[src/mipsPkg.sv]
`default_nettype none

package mipsPkg;

    typedef logic [31:0] wordT;
    typedef logic [4:0]  regAddrT;

    // Primary opcode field, instruction[31:26].
    localparam logic [5:0] OpSpecial = 6'h00;
    localparam logic [5:0] OpAddiu   = 6'h09;
    localparam logic [5:0] OpSlti    = 6'h0A;
    localparam logic [5:0] OpSltiu   = 6'h0B;
    localparam logic [5:0] OpAndi    = 6'h0C;
    localparam logic [5:0] OpOri     = 6'h0D;
    localparam logic [5:0] OpXori    = 6'h0E;
    localparam logic [5:0] OpLui     = 6'h0F;

    // Function field of SPECIAL, instruction[5:0].
    localparam logic [5:0] FnSll   = 6'h00;
    localparam logic [5:0] FnSrl   = 6'h02;
    localparam logic [5:0] FnSra   = 6'h03;
    localparam logic [5:0] FnSllv  = 6'h04;
    localparam logic [5:0] FnSrlv  = 6'h06;
    localparam logic [5:0] FnSrav  = 6'h07;
    localparam logic [5:0] FnMfhi  = 6'h10;
    localparam logic [5:0] FnMthi  = 6'h11;
    localparam logic [5:0] FnMflo  = 6'h12;
    localparam logic [5:0] FnMtlo  = 6'h13;
    localparam logic [5:0] FnMult  = 6'h18;
    localparam logic [5:0] FnMultu = 6'h19;
    localparam logic [5:0] FnDiv   = 6'h1A;
    localparam logic [5:0] FnDivu  = 6'h1B;
    localparam logic [5:0] FnAddu  = 6'h21;
    localparam logic [5:0] FnSubu  = 6'h23;
    localparam logic [5:0] FnAnd   = 6'h24;
    localparam logic [5:0] FnOr    = 6'h25;
    localparam logic [5:0] FnXor   = 6'h26;
    localparam logic [5:0] FnSlt   = 6'h2A;
    localparam logic [5:0] FnSltu  = 6'h2B;

    typedef enum logic [3:0] {
        AluAdd,
        AluSub,
        AluAnd,
        AluOr,
        AluXor,
        AluLui,
        AluSll,
        AluSrl,
        AluSra,
        AluSlt,
        AluSltu,
        AluPassHi,  // MFHI.
        AluPassLo,  // MFLO.
        AluNone
    } aluOpE;

    typedef enum logic [2:0] {
        MdNone,
        MdMult,
        MdMultu,
        MdDiv,
        MdDivu,
        MdToHi,     // MTHI.
        MdToLo      // MTLO.
    } mulDivOpE;

endpackage

`default_nettype wire

[src/decodeIf.sv]
`default_nettype none

interface decodeIf;

    mipsPkg::aluOpE    aluOp;
    mipsPkg::mulDivOpE mdOp;
    logic              useImm;     // Operand B is imm, not rtData.
    mipsPkg::wordT     imm;        // Already extended.
    logic [4:0]        shamt;
    logic              writesReg;
    mipsPkg::regAddrT  destReg;

    modport source (
        output aluOp,
        output mdOp,
        output useImm,
        output imm,
        output shamt,
        output writesReg,
        output destReg
    );

    modport sink (
        input aluOp,
        input mdOp,
        input useImm,
        input imm,
        input shamt,
        input writesReg,
        input destReg
    );

endinterface

`default_nettype wire

[src/instrDecoder.sv]
`default_nettype none

module instrDecoder (
    input  mipsPkg::wordT instruction,
    input  mipsPkg::wordT rsData,
    decodeIf.source       dec
);

    logic [5:0]       opcode;
    logic [5:0]       funct;
    logic [4:0]       shamtField;
    logic [15:0]      immField;
    mipsPkg::regAddrT rtField;
    mipsPkg::regAddrT rdField;
    logic             signExt;

    assign opcode     = instruction[31:26];
    assign rtField    = instruction[20:16];
    assign rdField    = instruction[15:11];
    assign shamtField = instruction[10:6];
    assign funct      = instruction[5:0];
    assign immField   = instruction[15:0];

    always_comb begin
        dec.aluOp     = mipsPkg::AluNone;
        dec.mdOp      = mipsPkg::MdNone;
        dec.useImm    = 1'b0;
        dec.shamt     = shamtField;
        dec.writesReg = 1'b0;
        dec.destReg   = rdField;
        signExt       = 1'b0;
        case (opcode)
            mipsPkg::OpSpecial: begin
                dec.writesReg = 1'b1;
                case (funct)
                    mipsPkg::FnSll:  dec.aluOp = mipsPkg::AluSll;
                    mipsPkg::FnSrl:  dec.aluOp = mipsPkg::AluSrl;
                    mipsPkg::FnSra:  dec.aluOp = mipsPkg::AluSra;
                    mipsPkg::FnSllv: begin
                        dec.aluOp = mipsPkg::AluSll;
                        dec.shamt = rsData[4:0];
                    end
                    mipsPkg::FnSrlv: begin
                        dec.aluOp = mipsPkg::AluSrl;
                        dec.shamt = rsData[4:0];
                    end
                    mipsPkg::FnSrav: begin
                        dec.aluOp = mipsPkg::AluSra;
                        dec.shamt = rsData[4:0];
                    end
                    mipsPkg::FnMfhi: dec.aluOp = mipsPkg::AluPassHi;
                    mipsPkg::FnMflo: dec.aluOp = mipsPkg::AluPassLo;
                    mipsPkg::FnAddu: dec.aluOp = mipsPkg::AluAdd;
                    mipsPkg::FnSubu: dec.aluOp = mipsPkg::AluSub;
                    mipsPkg::FnAnd:  dec.aluOp = mipsPkg::AluAnd;
                    mipsPkg::FnOr:   dec.aluOp = mipsPkg::AluOr;
                    mipsPkg::FnXor:  dec.aluOp = mipsPkg::AluXor;
                    mipsPkg::FnSlt:  dec.aluOp = mipsPkg::AluSlt;
                    mipsPkg::FnSltu: dec.aluOp = mipsPkg::AluSltu;
                    mipsPkg::FnMthi: begin
                        dec.mdOp      = mipsPkg::MdToHi;
                        dec.writesReg = 1'b0;
                    end
                    mipsPkg::FnMtlo: begin
                        dec.mdOp      = mipsPkg::MdToLo;
                        dec.writesReg = 1'b0;
                    end
                    mipsPkg::FnMult: begin
                        dec.mdOp      = mipsPkg::MdMult;
                        dec.writesReg = 1'b0;
                    end
                    mipsPkg::FnMultu: begin
                        dec.mdOp      = mipsPkg::MdMultu;
                        dec.writesReg = 1'b0;
                    end
                    mipsPkg::FnDiv: begin
                        dec.mdOp      = mipsPkg::MdDiv;
                        dec.writesReg = 1'b0;
                    end
                    mipsPkg::FnDivu: begin
                        dec.mdOp      = mipsPkg::MdDivu;
                        dec.writesReg = 1'b0;
                    end
                    default: dec.writesReg = 1'b0;  // Unknown function.
                endcase
            end
            mipsPkg::OpAddiu: begin
                dec.aluOp = mipsPkg::AluAdd;
                signExt   = 1'b1;
            end
            mipsPkg::OpSlti: begin
                dec.aluOp = mipsPkg::AluSlt;
                signExt   = 1'b1;
            end
            mipsPkg::OpSltiu: begin
                dec.aluOp = mipsPkg::AluSltu;
                signExt   = 1'b1;  // Sign-extended, then compared unsigned.
            end
            mipsPkg::OpAndi: dec.aluOp = mipsPkg::AluAnd;
            mipsPkg::OpOri:  dec.aluOp = mipsPkg::AluOr;
            mipsPkg::OpXori: dec.aluOp = mipsPkg::AluXor;
            mipsPkg::OpLui:  dec.aluOp = mipsPkg::AluLui;
            default: dec.aluOp = mipsPkg::AluNone;
        endcase
        if (opcode != mipsPkg::OpSpecial && dec.aluOp != mipsPkg::AluNone) begin
            dec.useImm    = 1'b1;  // I-type writes rt.
            dec.writesReg = 1'b1;
            dec.destReg   = rtField;
        end
        dec.imm = signExt ? {{16{immField[15]}}, immField} : {16'h0000, immField};
    end

endmodule

`default_nettype wire

[src/flat_wrapper.sv]
// flat-port wrapper written by rule: the top's interface ports become plain ports
module instrDecoder_flat 
  (instruction, rsData, dec_aluOp, dec_mdOp, dec_useImm, dec_imm, dec_shamt, dec_writesReg, dec_destReg);
  decodeIf dec_i ();
  input  mipsPkg::wordT instruction;
  input  mipsPkg::wordT rsData;
  output wire logic [$bits(dec_i.aluOp)-1:0] dec_aluOp;
  output wire logic [$bits(dec_i.mdOp)-1:0] dec_mdOp;
  output wire logic [$bits(dec_i.useImm)-1:0] dec_useImm;
  output wire logic [$bits(dec_i.imm)-1:0] dec_imm;
  output wire logic [$bits(dec_i.shamt)-1:0] dec_shamt;
  output wire logic [$bits(dec_i.writesReg)-1:0] dec_writesReg;
  output wire logic [$bits(dec_i.destReg)-1:0] dec_destReg;
  assign dec_aluOp = dec_i.aluOp;
  assign dec_mdOp = dec_i.mdOp;
  assign dec_useImm = dec_i.useImm;
  assign dec_imm = dec_i.imm;
  assign dec_shamt = dec_i.shamt;
  assign dec_writesReg = dec_i.writesReg;
  assign dec_destReg = dec_i.destReg;
  instrDecoder u_core (.instruction(instruction), .rsData(rsData), .dec(dec_i));
endmodule
[config.mk]
export PLATFORM = sky130hd
export DESIGN_NAME = instrDecoder_flat
export DESIGN_NICKNAME = d
export VERILOG_FILES = /design/src/mipsPkg.sv /design/src/decodeIf.sv /design/src/instrDecoder.sv /design/src/flat_wrapper.sv
export SDC_FILE = /design/constraint.sdc
export NUM_CORES = 1
export LEC_CHECK = 0
export BUFFER_PORTS_ARGS = -buffer_cell sky130_fd_sc_hd__buf_2
export CAP_MARGIN = 25
export CORE_UTILIZATION = 35
export DETAILED_ROUTE_END_ITERATION = 10
export PLACE_DENSITY = 0.92
export SLEW_MARGIN = 10
export SYNTH_ARGS = -nofsm -noshare
export SYNTH_HDL_FRONTEND = slang
export SYNTH_SLANG_ARGS = --single-unit
[constraint.sdc]
create_clock -name vclk -period 4.4
set_input_delay 0.88 -clock vclk [all_inputs]
set_output_delay 0.88 -clock vclk [all_outputs]
set_load 0.005 [all_outputs]
==> metrics.md <==
| Metric | Value |
|---|---|
| # hold bufs at CTS | `0` |
| Synth top cells by count | `buf_4, nor2_1, mux2_2, a21oi_1, nand2_1` |
| Post-Synth Adder-Cell Area | `0%` |
| Max-Slew Margin vs Limit | `76.20%` |
| Synth Area in Compound Gates | `21.71%` |
| Fin area | `987.2 um2` |
| First-pass GRT wire length | `2.766 mm` |
| RSZ-0062 raised after global routing | `no` |
| Cell Chain, Critical Path | `buf_2, or3_1, or4_1, nor3_4, mux2_2, buf_2` |
| Final worst path period need | `3662 ps` |
| Pwr Density | `73.40 nW/um2` |
| Outcome | `completed` |
| Critical Path RT | `between 3000 and 4000 ps` |
| Dpl hpwl | `~1.6 mm` |
| Final std cells w/o fill | `187` |
| Placer Congestion | `0.8113` |
| Share of layout cells above drive strength 1 | `64.15%` |
| Synth Area in XOR/XNOR | `1.070%` |
| Num ports | `115` |
| Synth top area share | `28.44%` |
| Routed vias/inst | `~4.8` |
| Worst path slowest cell | `or4_1` |
| Power, Total | `between 70 and 80 uW` |
| Setup TNS | `0 ps` |
| Syn. warnings | `0` |
| Cell count after synthesis | `117` |
| Num sequential | `0` |
| Antenna diodes | `0` |
| Cell mode on critical path | `buf_2` |
| Overflow after GRT | `0` |
| Ranking of synthesized cells by area | `buf_4, mux2_2, nor2_1` |
| Pre-Repair DR Iteration Count | `4` |
| Post-synthesis mux area share | `16.21%` |
| Clkbuf count | `0` |
| Largest net degree at the start of global routing | `17` |
| Post-route ant nets | `0` |
| Synth Area in Simple Gates | `~25%` |
| Largest family of logic cells by synthesized area | `buffers and inverters` |
| Placed Instances | `187` |
| Avg WL per Cell | `9.957 um` |
| Final wirelength | `1.862 mm` |
| Worst slew pin tran | `353.7 ps` |
| Critical Path Max Stage Delay | `560 ps` |
| Post-CTS setup buffers | `0` |
| CP endpoint kind | `primary output` |
| FMAX | `0.2731 GHz` |
| Register area | `0 um2` |
| Final hold violations | `0` |
| Drt drc | `0` |
| Die height | `50.35 um` |
| Final #Nets | `225` |
| Number of distinct library cells after synthesis | `43` |
| 1st-iter DRT viols | `7` |
| Synthesized net count | `181` |
| PortBufs | `83` |
| Most common cell in the netlist | `buf_4` |
| Starting Density | `36.99%` |
| Critical Path AT | `2780 ps` |
| Period utilization | `83.23%` |
| # setup viols final | `0` |
| Filler cell count | `255` |
| Chip width | `between 50 and 60 um` |
| Worst-path fanout max | `8` |
| Seq/Total Area, Yosys | `0%` |
| Synth Cell Area | `818.3 um2` |
| Setup Crit Path Kind | `primary input to primary output` |
| Vias in the first global route | `681` |
| Core ar. | `2212 um2` |
| Mapped Avg Cell Area | `6.994 um2` |
| Routed vias | `889` |
| P_leak | `roughly 0.00055 uW` |
| Die Footprint | `2535 um2` |
| Max VDD drop | `approximately 0.035 mV` |
| Hold Path Class | `primary input to primary output` |
| Post-CTS sizing | `0` |
| GR Util All Layers | `12.91%` |
| Pins Over Slew Limit | `0` |
| Initial antenna violation count | `0` |
| Area leader, netlist | `buf_4` |
| Dpl cell area | `987.2 um2` |
| Cell Rows | `17` |
| Syn-to-layout area delta | `20.64%` |
| Number of max-cap violations | `0` |
| Worst Setup Start Kind | `primary input` |
[cell type report]
class | instances | area [um2] | share of cell area, %
timing repair buffer | 83 | 415.4 | 42.08
multi-input combinational | 73 | 525.5 | 53.23
tap | 28 | 35.03 | 3.549
inverter | 3 | 11.26 | 1.141
[where the power goes]
part | total [uW] | internal, uW | switching (uW)
sequential | 0 | 0 | 0
combinational | 72.5 | 36.9 | 35.6
clock | 0 | 0 | 0
total | 72.5 | 36.9 | 35.6
[final timing paths]
check             from      endpoint  slack (ps)  depth (start not counted)
max    instruction[27]  dec_shamt[1]         740                          6
min     instruction[9]    dec_imm[9]        1940                          2
[cells in the final DEF (no fill, tap or decap), types with 2 or more instances in the layout]
master,count
a21oi_1,5
buf_2,83
inv_1,3
mux2_2,10
mux2i_1,2
nand2_1,5
nand2b_1,2
nand3_1,2
nor2_1,11
nor2b_1,2
nor3_1,2
o21ai_0,4
o2bb2ai_1,2
or3_1,2
[metal layers]
layer | share of wire, % | up-vias | track usage, % | wire length, um
met1 | 44 | 393 | 17.56 | 824
met5 | 0 | - | 0 | 0
met2 | 51 | 30 | 23.78 | 941
li1 | - | 466 | - | -
met3 | 5.2 | 0 | 0.3030 | 97
met4 | 0 | 0 | 0 | 0
[per-stage QoR]
step	setup slack (ps)	util (%)	hold WS [ps]
after detailed placement	717.6	44.63	1939
after global routing	643.0	44.63	1945
after floorplan	1040	-	1841
after CTS	718.2	44.63	1939
after global placement	746.0	44.63	1938
final	737.8	44.63	1937
[kinds of logic after synthesis]
| group | count (synthesis) |
|---|---|
| AO/OA/AOI/OAI | 24 |
| multiplexers | 12 |
| AND/OR/NAND/NOR | 36 |
| XOR/XNOR | 1 |
| buffers and inverters | 44 |
[critical path: cells and delay by family]
| kind | cells | cell delay (ps) |
|---|---|---|
| and+or+nand+nor | 3 | 1260 |
| muxes | 1 | 370 |
| buffers and inverters | 2 | 260 |
Note: power is estimated with default switching activity, not from simulation.
