$ cat src/mipsPkg.sv
`default_nettype none

package mipsPkg;

    typedef logic [31:0] wordT;
    typedef logic [4:0]  regAddrT;

    // Primary opcode field, instruction[31:26].
    localparam logic [5:0] OpSpecial = 6'h00;
    localparam logic [5:0] OpAddiu   = 6'h09;
    localparam logic [5:0] OpSlti    = 6'h0A;
    localparam logic [5:0] OpSltiu   = 6'h0B;
    localparam logic [5:0] OpAndi    = 6'h0C;
    localparam logic [5:0] OpOri     = 6'h0D;
    localparam logic [5:0] OpXori    = 6'h0E;
    localparam logic [5:0] OpLui     = 6'h0F;

    // Function field of SPECIAL, instruction[5:0].
    localparam logic [5:0] FnSll   = 6'h00;
    localparam logic [5:0] FnSrl   = 6'h02;
    localparam logic [5:0] FnSra   = 6'h03;
    localparam logic [5:0] FnSllv  = 6'h04;
    localparam logic [5:0] FnSrlv  = 6'h06;
    localparam logic [5:0] FnSrav  = 6'h07;
    localparam logic [5:0] FnMfhi  = 6'h10;
    localparam logic [5:0] FnMthi  = 6'h11;
    localparam logic [5:0] FnMflo  = 6'h12;
    localparam logic [5:0] FnMtlo  = 6'h13;
    localparam logic [5:0] FnMult  = 6'h18;
    localparam logic [5:0] FnMultu = 6'h19;
    localparam logic [5:0] FnDiv   = 6'h1A;
    localparam logic [5:0] FnDivu  = 6'h1B;
    localparam logic [5:0] FnAddu  = 6'h21;
    localparam logic [5:0] FnSubu  = 6'h23;
    localparam logic [5:0] FnAnd   = 6'h24;
    localparam logic [5:0] FnOr    = 6'h25;
    localparam logic [5:0] FnXor   = 6'h26;
    localparam logic [5:0] FnSlt   = 6'h2A;
    localparam logic [5:0] FnSltu  = 6'h2B;

    typedef enum logic [3:0] {
        AluAdd,
        AluSub,
        AluAnd,
        AluOr,
        AluXor,
        AluLui,
        AluSll,
        AluSrl,
        AluSra,
        AluSlt,
        AluSltu,
        AluPassHi,  // MFHI.
        AluPassLo,  // MFLO.
        AluNone
    } aluOpE;

    typedef enum logic [2:0] {
        MdNone,
        MdMult,
        MdMultu,
        MdDiv,
        MdDivu,
        MdToHi,     // MTHI.
        MdToLo      // MTLO.
    } mulDivOpE;

endpackage

`default_nettype wire

$ cat src/hiLoRegs.sv
`default_nettype none

module hiLoRegs (
    input  logic           clk,
    input  logic           rstN,
    input  logic           instrValid,
    input  logic           hiWrite,
    input  logic           loWrite,
    input  mipsPkg::wordT  hiNext,
    input  mipsPkg::wordT  loNext,
    output mipsPkg::wordT  hi,
    output mipsPkg::wordT  lo
);

    always_ff @(posedge clk or negedge rstN) begin
        if (!rstN) begin
            hi <= '0;
        end else if (instrValid && hiWrite) begin
            hi <= hiNext;
        end
    end

    always_ff @(posedge clk or negedge rstN) begin
        if (!rstN) begin
            lo <= '0;
        end else if (instrValid && loWrite) begin
            lo <= loNext;
        end
    end

    // A valid instruction must reach here with clean strobes.
    assert property (@(posedge clk) disable iff (!rstN)
        instrValid |-> !$isunknown({hiWrite, loWrite}))
        else $error("HI/LO write strobes unknown with instrValid high.");

endmodule

`default_nettype wire

$ cat config.mk
export PLATFORM = sky130hd
export DESIGN_NAME = hiLoRegs
export DESIGN_NICKNAME = d
export VERILOG_FILES = /design/src/mipsPkg.sv /design/src/hiLoRegs.sv
export SDC_FILE = /design/constraint.sdc
export NUM_CORES = 1
export LEC_CHECK = 0
export ABC_AREA = 1
export BUFFER_PORTS_ARGS = -buffer_cell sky130_fd_sc_hd__clkbuf_2
export CORE_MARGIN = 2
export CORE_UTILIZATION = 40
export DETAILED_ROUTE_END_ITERATION = 7
export PLACE_DENSITY = 0.86
export SYNTH_ARGS = -nofsm -noshare
export SYNTH_HDL_FRONTEND = slang
export SYNTH_SLANG_ARGS = --single-unit
$ cat constraint.sdc
create_clock -name clk -period 0.8 [get_ports clk]
set_clock_uncertainty 0.05 [all_clocks]
set_input_delay 0.04 -clock clk [delete_from_list [all_inputs] [get_ports clk]]
set_output_delay 0.04 -clock clk [all_outputs]
set_load 0.02 [all_outputs]
==> PnR_summary.wiki, run 1 <==
{| class="wikitable"
! Metric !! Value
|-
| Upper clock frequency limit || between 1000 and 1500 MHz
|-
| Hold Path Depth || 4
|-
| Total track usage || 23.3%
|-
| Setup crit end kind || output pin
|-
| Fraction of synthesized area in multiplexers || 0%
|-
| Total core area || 0.00628 mm2
|-
| Area share of fa/ha/maj cells after synthesis || 0%
|-
| Detailed-route wire length per cell || 15.5 um
|-
| Layout cells sized above 1 || 38.3%
|-
| Total negative setup slack || -9170 ps
|-
| Initial antenna violation count || 0
|-
| Maximum Capacitance Violations || 0
|-
| Starting density of the core || slightly above 40%
|-
| Final Critical Period || 965 ps
|-
| Gate Count Post-Synth || 279
|-
| Final WS setup || -165 ps
|-
| Clock transition at path regs || about 60 ps
|-
| Crit path buffers/inverters || 1
|-
| Synth Cell Area || 0.00257 mm2
|-
| Largest driver fanout on the critical path || 2
|-
| Worst vdd ir || 1.22 mV
|-
| Main combinational cell family by area after synthesis || simple AND/OR/NAND/NOR gates
|-
| Width of the die || ~84 um
|-
| Total placed instance area || 0.00331 mm2
|-
| Clk Latency, worst-skew pair || 310 ps
|-
| Simple-gate share of the synthesized area || a little under a third
|-
| Top-level port count || roughly 130
|-
| Worst-case hold slack || between 90 and 100 ps
|-
| Data required time of the worst path || between 700 and 800 ps
|-
| Stage delay of the slowest cell on the critical path || 400 ps
|-
| Distinct cell type count after synthesis || 6
|-
| Violations in the final reports || setup timing
|-
| R2r setup slk || -30 ps
|-
| Area of the multi-input gates || between 800 and 900 um2
|-
| Leading cell types in the layout, fill and taps excluded || 121 x sky130_fd_sc_hd__nand2_1, 67 x sky130_fd_sc_hd__clkbuf_2, 65 x sky130_fd_sc_hd__dlygate4sd3_1, 64 x sky130_fd_sc_hd__nand3_1, 64 x sky130_fd_sc_hd__dfrtp_1
|-
| Synth Area in Compound Gates || 0%
|-
| Placed cell count || 480
|-
| Number of nets still failing antenna checks after routing || 0
|-
| Area growth from synthesis to final layout || 86.5%
|-
| Floorplan die area || 0.00709 mm2
|-
| Worst slack at placement || -13.6 ps
|-
| TritonRoute pass-1 iters || 4
|-
| Number of buffers inserted by port buffering || 132
|-
| Post-Synth XOR/XNOR Area || 0%
|-
| Type of origin of the critical path || flip-flop
|-
| Startpoint of the lowest-slack hold path || hiWrite
|-
| Final setup violation count || 67
|-
| Total leakage power || 2.61 nW
|-
| Detailed Route WL || approximately 9100 um
|-
| FF-to-FF Start || lo[14]
|-
| GRT Residual Overflow || 0
|-
| Depth of the CTS H-tree || 3
|-
| Number of sinks driven by the clock tree || 64
|-
| Library cell contributing the largest single delay on the critical path || sky130_fd_sc_hd__dfrtp_1
|-
| Cell Chain, Critical Path || clkbuf_8
|-
| Result of the run || finished, violations left
|-
| Setup CP Type || flip-flop to output pin
|-
| Count of nets after finishing || around 580
|-
| Register area share after synthesis || 62.2%
|-
| Final Cycle Share || 121%
|-
| Register-to-Register Path Depth || 3
|-
| Antenna diode instance count || 0
|-
| Max-slew violation total from the final report || 0
|-
| Capturing point of the worst reg2reg path || lo[14]
|-
| Seq. cell area || 0.00160 mm2
|-
| DR DRC count || 0
|-
| Pwr dens || 1950 mW/mm2
|-
| Global-route wire length before repair || around 13000 um
|-
| Hold worst-path end || hi[26]
|-
| FILL cells || 389
|-
| Worst-margin pin slew || roughly 240 ps
|-
| Most common library cell in the layout ignoring fill and taps || sky130_fd_sc_hd__nand2_1
|-
| Cell class contributing the biggest share of worst-path delay || flip-flops
|-
| Routability congestion estimate || 0.784
|-
| Vertical die dimension || around 84 um
|-
| Net count after synthesis || 348
|-
| Signal arrival time at the worst endpoint || just under 900 ps
|-
| Core Util, Final || 76.5%
|-
| Pin count of the biggest net entering global routing || 35
|-
| Warnings from Yosys || 0
|-
| Average cell area after synthesis || 9.22 um2
|-
| Hold/Removal Path Class || primary input to flip-flop
|-
| Standard-cell rows || 29
|-
| Count of routing violations after the opening detailed-route iteration || 160
|-
| DR vias/cell || 4.81
|-
| CTS tree || done
|-
| Post-synthesis sequential element count || 64
|-
| Setup repair after global routing missed its margin || yes
|-
| Vias post-DR || between 2000 and 3000
|-
| Hold Vio Cnt, Final || 0
|-
| Total non-filler cell area in the finished layout || roughly 0.0048 mm2
|-
| Power after layout || 9.35 mW
|-
| Total half-perimeter wirelength after legalization and detailed placement || roughly 4400 um
|-
| Number of global-route vias before repair || ~2700
|-
| Clock root buffer || sky130_fd_sc_hd__clkbuf_8
|-
| Number of buffers inserted during clock tree synthesis || 9
|-
| Slew Limit Headroom || a little over four fifths
|-
| Number of buffers on the longest clock path || 2
|-
| Final standard cell count with taps included and fillers excluded || 586
|}
## sequential cells by signal, summed over array words and instances (netlist names)
register / cells
lo: 32
hi: 32
## power breakdown
group,leakage (nW),switching [mW],internal [mW]
clock network,0.0935,1.06,1.41
logic,1.72,1.35,1.56
registers,0.792,0.320,3.65
## what timing repair did
item	CTS	global route
setup endpoints to repair	64	67
gates resized for setup	14	182
endpoints found under the hold margin	128	0
pin swaps	0	0
buffers inserted	5	24
hold buffers	65	0
## metal layers
metal	vias up	track usage, %	share of wire (%)
li1	1338	-	-
met1	1303	26.7	37
met2	154	41.6	53
met3	26	5.31	6.4
met4	0	10.3	3.0
met5	-	0	0
## cell type report
cell class                 count  area share, %
timing repair buffer         238           43.6
sequential                    64           33.4
multi-input combinational    194           17.3
clock buffer                  13           3.73
tap                           77           2.01
## worst max path at each step
stage | from | to | cells past startpoint
6_report | lo[3] | lo[3] | 1
5_1_grt | lo[3] | lo[3] | 1
4_1_cts | hi[23] | hi[23] | 1
3_5_place_dp | instrValid | hi[18] | 4
3_3_place_gp | instrValid | hi[23] | 5
2_1_floorplan | hi[0] | hi[0] | 2
## cells in the mapped netlist
library cell              instances  area [um2]
sky130_fd_sc_hd__buf_4            1        7.51
sky130_fd_sc_hd__dfrtp_1         64        1600
sky130_fd_sc_hd__buf_2           11        55.1
sky130_fd_sc_hd__nand2_1        130         488
sky130_fd_sc_hd__buf_6            9         101
sky130_fd_sc_hd__nand3_1         64         320
## logic make-up after synthesis
kind of cell           count (synthesis)
and+or+nand+nor                      194
buffers and inverters                 21
DFF                                   64
(Power assumes the default switching activity.)
==> run 2: changes to the inputs <==
- CTS_BUF_LIST: default -> sky130_fd_sc_hd__clkbuf_16
==> run 2 against run 1 <==
Core utilization up 0.58 points. Clock power up 27%. Highest routed layer unchanged. Total power up 7.0%. The flow still finishes with violations (setup timing).
==> PnR_summary.wiki, run 2 (synthesis gave the netlist of run 1 again) <==
{| class="wikitable"
! Metric !! Value
|-
| Depth of the CTS H-tree || 3
|-
| Count of nets after finishing || 573
|-
| Final WS setup || -152 ps
|-
| Layout cells sized above 1 || 37.0%
|-
| Clk Latency, worst-skew pair || about 310 ps
|-
| Crit path buffers/inverters || 1
|-
| Highest metal layer used by the detailed router || met4
|-
| Clock transition at path regs || 50 ps
|-
| Met3 wire length || ~600 um
|-
| Total core area || 0.00628 mm2
|-
| Worst vdd ir || 1.61 mV
|-
| Setup repair after global routing missed its margin || yes
|-
| Top-level port count || about 130
|-
| Total leakage power || 2.61 nW
|-
| Total half-perimeter wirelength after legalization and detailed placement || 4380 um
|-
| DRT met1 WL || 3310 um
|-
| Most common library cell in the layout ignoring fill and taps || sky130_fd_sc_hd__nand2_1
|-
| Number of nets still failing antenna checks after routing || 0
|-
| Clock root buffer || sky130_fd_sc_hd__clkbuf_16
|-
| Slew Limit Headroom || around 84%
|-
| Number of buffers inserted by port buffering || 132
|-
| Final Cycle Share || 119%
|-
| CP Depth || 1
|-
| Initial antenna violation count || 0
|-
| GRT Residual Overflow || 0
|-
| Placed cell count || 480
|-
| Area growth from synthesis to final layout || 87.9%
|-
| Cell class contributing the biggest share of worst-path delay || flip-flops
|-
| Number of global-route vias before repair || around 2800
|-
| Pwr dens || between 2000 and 2500 mW/mm2
|-
| Wire length on met2 || 4940 um
|-
| Vertical die dimension || 84.2 um
|-
| Starting density of the core || between 40% and 50%
|-
| DR vias/cell || 4.89
|-
| Worst-margin pin slew || around 240 ps
|-
| Final standard cell count with taps included and fillers excluded || 583
|-
| Leading cell types in the layout, fill and taps excluded || 122 x sky130_fd_sc_hd__nand2_1, 67 x sky130_fd_sc_hd__clkbuf_2, 65 x sky130_fd_sc_hd__dlygate4sd3_1, 64 x sky130_fd_sc_hd__nand3_1, 64 x sky130_fd_sc_hd__dfrtp_1
|-
| Final setup violation count || 66
|-
| Width of the die || 84.2 um
|-
| Regs by FF count || hi (32), lo (32)
|-
| Type of origin of the critical path || flip-flop
|-
| Library cell contributing the largest single delay on the critical path || sky130_fd_sc_hd__dfrtp_1
|-
| Register-to-Register Path Depth || 3
|-
| Maximum Capacitance Violations || 0
|-
| Number of buffers on the longest clock path || 2
|-
| Signal arrival time at the worst endpoint || between 800 and 900 ps
|-
| Total negative setup slack || -8460 ps
|-
| Routability congestion estimate || 0.784
|-
| Detailed-route wire length per cell || 15.6 um
|-
| Data required time of the worst path || 710 ps
|-
| Detailed Route WL || around 9100 um
|-
| Total track usage || 23.3%
|-
| Antenna diode instance count || 0
|-
| Stage delay of the slowest cell on the critical path || 400 ps
|-
| Hold Path Depth || 4
|-
| Standard-cell rows || 29
|-
| DR DRC count || 0
|-
| Setup CP Type || flip-flop to output pin
|-
| Pin count of the biggest net entering global routing || 35
|-
| Result of the run || finished, violations left
|-
| Count of routing violations after the opening detailed-route iteration || around 160
|-
| Hold/Removal Path Class || primary input to flip-flop
|-
| CTS tree || done
|-
| Final Critical Period || 952 ps
|-
| Setup crit end kind || output pin
|-
| Floorplan die area || a little over 0.007 mm2
|-
| Largest driver fanout on the critical path || 2
|-
| Number of sinks driven by the clock tree || 64
|-
| Vias post-DR || between 2000 and 3000
|-
| Max-slew violation total from the final report || 0
|-
| Hold Vio Cnt, Final || 0
|-
| Violations in the final reports || setup timing
|-
| TritonRoute pass-1 iters || 5
|-
| Upper clock frequency limit || 1050 MHz
|-
| Global-route wire length before repair || 13000 um
|-
| Cell Chain, Critical Path || buf_6
|-
| Number of buffers inserted during clock tree synthesis || 9
|}
==> run 2: worst paths after layout <==
path | start | endpoint | slack (ps)
worst max-delay path | hi[29] | hi[29] | -150
worst min-delay path | hiWrite | hi[5] | 110
worst max register to register | lo[14] | lo[14] | -20
worst min register to register | hi[10] | hi[10] | 440
max in group asynchronous | rstN | lo[19] | 280
min in group asynchronous | rstN | hi[20] | 230
==> run 2: through the flow <==
stage                     power, mW  hold slack (ps)  instance area (um2)  util (%)  worst slack, ps
after CTS                      9.30             95.4                 4310      68.7             -169
after global routing           10.5              115                 4840      77.0             -181
after global placement         5.67            -9.41                 3310      52.8             40.6
after detailed placement       5.72            0.260                 3310      52.8            -13.6
final                          10.0              111                 4840      77.0             -152
after floorplan                4.93             -306                 2570         -             74.0
==> run 2: area by class of cell <==
type,count,area (um2)
well taps,77,96.3
flip-flops and latches,64,1600
clock buffers,9,225
multi-input cells,194,828
clock inverters,4,15.0
repair buffers,235,2070
fillers,389,1440
==> run 2: where the power goes <==
group / switching (mW) / internal, mW
clock network: 1.16 / 1.99
logic: 1.35 / 1.53
registers: 0.327 / 3.65
==> run 2: layer usage <==
layer  track usage [%]  up-vias
li1                  -     1335
met2              41.8      140
met5                 0        -
met4              8.50        0
met3              6.78       24
met1              26.4     1353
==> run 2: repair_timing <==
| action | CTS | global route |
|---|---|---|
| buffers inserted | 6 | 21 |
| pin swaps | 0 | 1 |
| hold buffers | 65 | 0 |
| gates cloned | 0 | 0 |
| endpoints found under the hold margin | 128 | 0 |
| gates resized for setup | 14 | 181 |
| setup endpoints to repair | 64 | 68 |
==> run 2: tightest hold or removal path: cells and delay by family <==
family / cells / cell delay (ps)
simple gates: 2 / 120
buf+inv: 2 / 280
==> run 3: changes to the inputs <==
==> constraint.sdc (replaced) <==
create_clock -name clk -period 0.8 [get_ports clk]
set_clock_uncertainty 0.05 [all_clocks]
set_input_delay 0.24 -clock clk [delete_from_list [all_inputs] [get_ports clk]]
set_output_delay 0.24 -clock clk [all_outputs]
set_load 0.02 [all_outputs]
==> run 3 against run 2 <==
The flow still finishes with violations (setup timing). Register-to-register slack worse by 80 ps. Largest power group unchanged. Critical endpoint is now hi[1]. Final cell count fell by 9.8%. Die area stayed put. Largest cell class is now sequential cells. Highest routed layer unchanged. Critical path depth is the same. Total power about the same. Routed wire length decreased by 17%. Hold slack worse by 17 ps. Maximum frequency shrank 19%. Cell area decreased by 8.9%.
==> PnR_summary.wiki, run 3 (synthesis gave the netlist of run 1 again) <==
{| class="wikitable"
! Metric !! Value
|-
| Worst-case hold slack || about 94 ps
|-
| Hold/Removal Path Class || primary input to flip-flop
|-
| Antenna diode instance count || 0
|-
| Core Util, Final || 70.2%
|-
| Final Critical Period || 1180 ps
|-
| Final WS setup || -377 ps
|-
| Detailed-route wire length per cell || 14.4 um
|-
| Worst-margin pin slew || 247 ps
|-
| DR vias/cell || approximately 4.9
|-
| Pin count of the biggest net entering global routing || 34
|-
| Final setup violation count || 69
|-
| DR DRC count || 0
|-
| Clock root buffer || sky130_fd_sc_hd__clkbuf_16
|-
| Signal arrival time at the worst endpoint || 890 ps
|-
| Starting density of the core || 41.0%
|-
| Total half-perimeter wirelength after legalization and detailed placement || about 4400 um
|-
| Upper clock frequency limit || 850 MHz
|-
| Capturing point of the worst reg2reg path || lo[9]
|-
| Layout cells sized above 1 || between 40% and 50%
|-
| Data required time of the worst path || 510 ps
|-
| Number of global-route vias before repair || 2340
|-
| Setup CP Type || flip-flop to output pin
|-
| Number of buffers inserted during clock tree synthesis || 9
|-
| Register-to-Register Path Depth || 4
|-
| Total core area || 0.00628 mm2
|-
| Setup crit end kind || output pin
|-
| Worst vdd ir || around 1.3 mV
|-
| Floorplan die area || 0.00709 mm2
|-
| FF-to-FF Start || lo[9]
|-
| Number of buffers on the longest clock path || 2
|-
| Vias post-DR || about 2600
|-
| Total leakage power || 2.44 nW
|-
| Type of origin of the critical path || flip-flop
|-
| Stage delay of the slowest cell on the critical path || 400 ps
|-
| CTS tree || done
|-
| Library cell contributing the largest single delay on the critical path || sky130_fd_sc_hd__dfrtp_1
|-
| Clk Latency, worst-skew pair || between 300 and 400 ps
|-
| Slew Limit Headroom || around 84%
|-
| Largest driver fanout on the critical path || 2
|-
| Width of the die || 84.2 um
|-
| Detailed Route WL || 7580 um
|-
| Number of nets still failing antenna checks after routing || 0
|-
| Depth of the CTS H-tree || 3
|-
| Worst slack at placement || -302 ps
|-
| Cell Chain, Critical Path || clkbuf_8
|-
| GRT Residual Overflow || 0
|-
| Power after layout || between 10 and 15 mW
|-
| Pwr dens || 2270 mW/mm2
|-
| Global-route wire length before repair || 10800 um
|-
| Final Cycle Share || 147%
|-
| Number of sinks driven by the clock tree || 64
|-
| TritonRoute pass-1 iters || 6
|-
| Count of nets after finishing || just over 500
|-
| Routability congestion estimate || 0.798
|-
| Vertical die dimension || 84.2 um
|-
| Hold Path Depth || 3
|-
| Top-level port count || 133
|-
| Maximum Capacitance Violations || 0
|-
| Standard-cell rows || 29
|-
| Most common library cell in the layout ignoring fill and taps || sky130_fd_sc_hd__nand2_1
|-
| Count of routing violations after the opening detailed-route iteration || 98
|-
| Setup repair after global routing missed its margin || yes
|-
| Hold Vio Cnt, Final || 0
|-
| Result of the run || finished, violations left
|-
| Max-slew violation total from the final report || 0
|-
| Cell class contributing the biggest share of worst-path delay || flip-flops
|-
| Area growth from synthesis to final layout || 71.1%
|-
| Violations in the final reports || setup timing
|-
| R2r setup slk || -100 ps
|-
| Leading cell types in the layout, fill and taps excluded || 106 x sky130_fd_sc_hd__nand2_1, 71 x sky130_fd_sc_hd__buf_6, 68 x sky130_fd_sc_hd__clkbuf_2, 64 x sky130_fd_sc_hd__nand3_1, 64 x sky130_fd_sc_hd__dfrtp_1
|-
| Hold worst-path end || hi[3]
|-
| Number of buffers inserted by port buffering || 132
|-
| Regs by FF count || hi (32), lo (32)
|-
| Initial antenna violation count || 0
|-
| Total track usage || about a fifth
|-
| Startpoint of the lowest-slack hold path || hiNext[3]
|-
| Total negative setup slack || -22060 ps
|-
| Clock transition at path regs || ~50 ps
|-
| Crit path buffers/inverters || 1
|}
==> run 3: changes by cell type in the layout (fill, tap and decap cells not counted), moves of 2 or more <==
cell                            change
sky130_fd_sc_hd__buf_4             -15
sky130_fd_sc_hd__nand2_2           +14
sky130_fd_sc_hd__clkinv_1           -4
sky130_fd_sc_hd__inv_1              +5
sky130_fd_sc_hd__nand2_1           -16
sky130_fd_sc_hd__clkbuf_8           +6
sky130_fd_sc_hd__dlygate4sd3_1     -64
sky130_fd_sc_hd__buf_6             +13
sky130_fd_sc_hd__buf_12             +2
==> run 3: worst max-delay path by stage <==
stage	startpoint	to	slack (ps)	cells past startpoint
3_3_place_gp	instrValid	lo[16]	-260	5
4_1_cts	lo[28]	lo[28]	-380	1
3_5_place_dp	instrValid	lo[15]	-300	5
6_report	hi[1]	hi[1]	-380	1
2_1_floorplan	hiWrite	hi[10]	0.8	5
5_1_grt	hi[11]	hi[11]	-400	1
==> run 3: cell type report <==
cell class / instances / area, um2
Fill cell: 449 / 1870
Sequential cell: 64 / 1600
Timing Repair Buffer: 176 / 1570
Multi-Input combinational cell: 194 / 887
Clock buffer: 9 / 225
Tap cell: 77 / 96.3
Clock inverter: 6 / 23.8
==> run 3: timing repair <==
action,in CTS,in global routing
hold buffers,1,0
resized for setup,24,199
pin swaps,0,16
endpoints found under the hold margin,64,0
endpoints found under the setup margin,64,97
setup buffers,12,23
==> run 3: worst min-delay path, delay by kind of cell <==
family | cells | cell delay (ps)
buffers and inverters | 1 | 80
AND/OR/NAND/NOR | 2 | 100
==> run 3: report_power, final <==
group	internal, mW	switching [mW]	leakage (nW)	total (mW)
combinational	1.50	1.32	1.51	2.82
clock	2.01	1.20	0.141	3.21
sequential	3.65	0.336	0.792	3.99
total	7.16	2.86	2.44	10.0
==> run 3: layer usage <==
layer | wire, um | vias up | GRT usage, %
li1 | - | 1223 | -
met1 | 2910 | 1224 | 24.0
met2 | 3930 | 120 | 31.3
met3 | 483 | 27 | 5.51
met4 | 255 | 0 | 8.80
met5 | 0 | - | 0
==> run 3: stage by stage <==
stage,cells,instance area (um2)
after floorplan,279,2580
after global placement,482,3360
after detailed placement,482,3360
after CTS,510,3820
after global routing,526,4400
final,526,4400
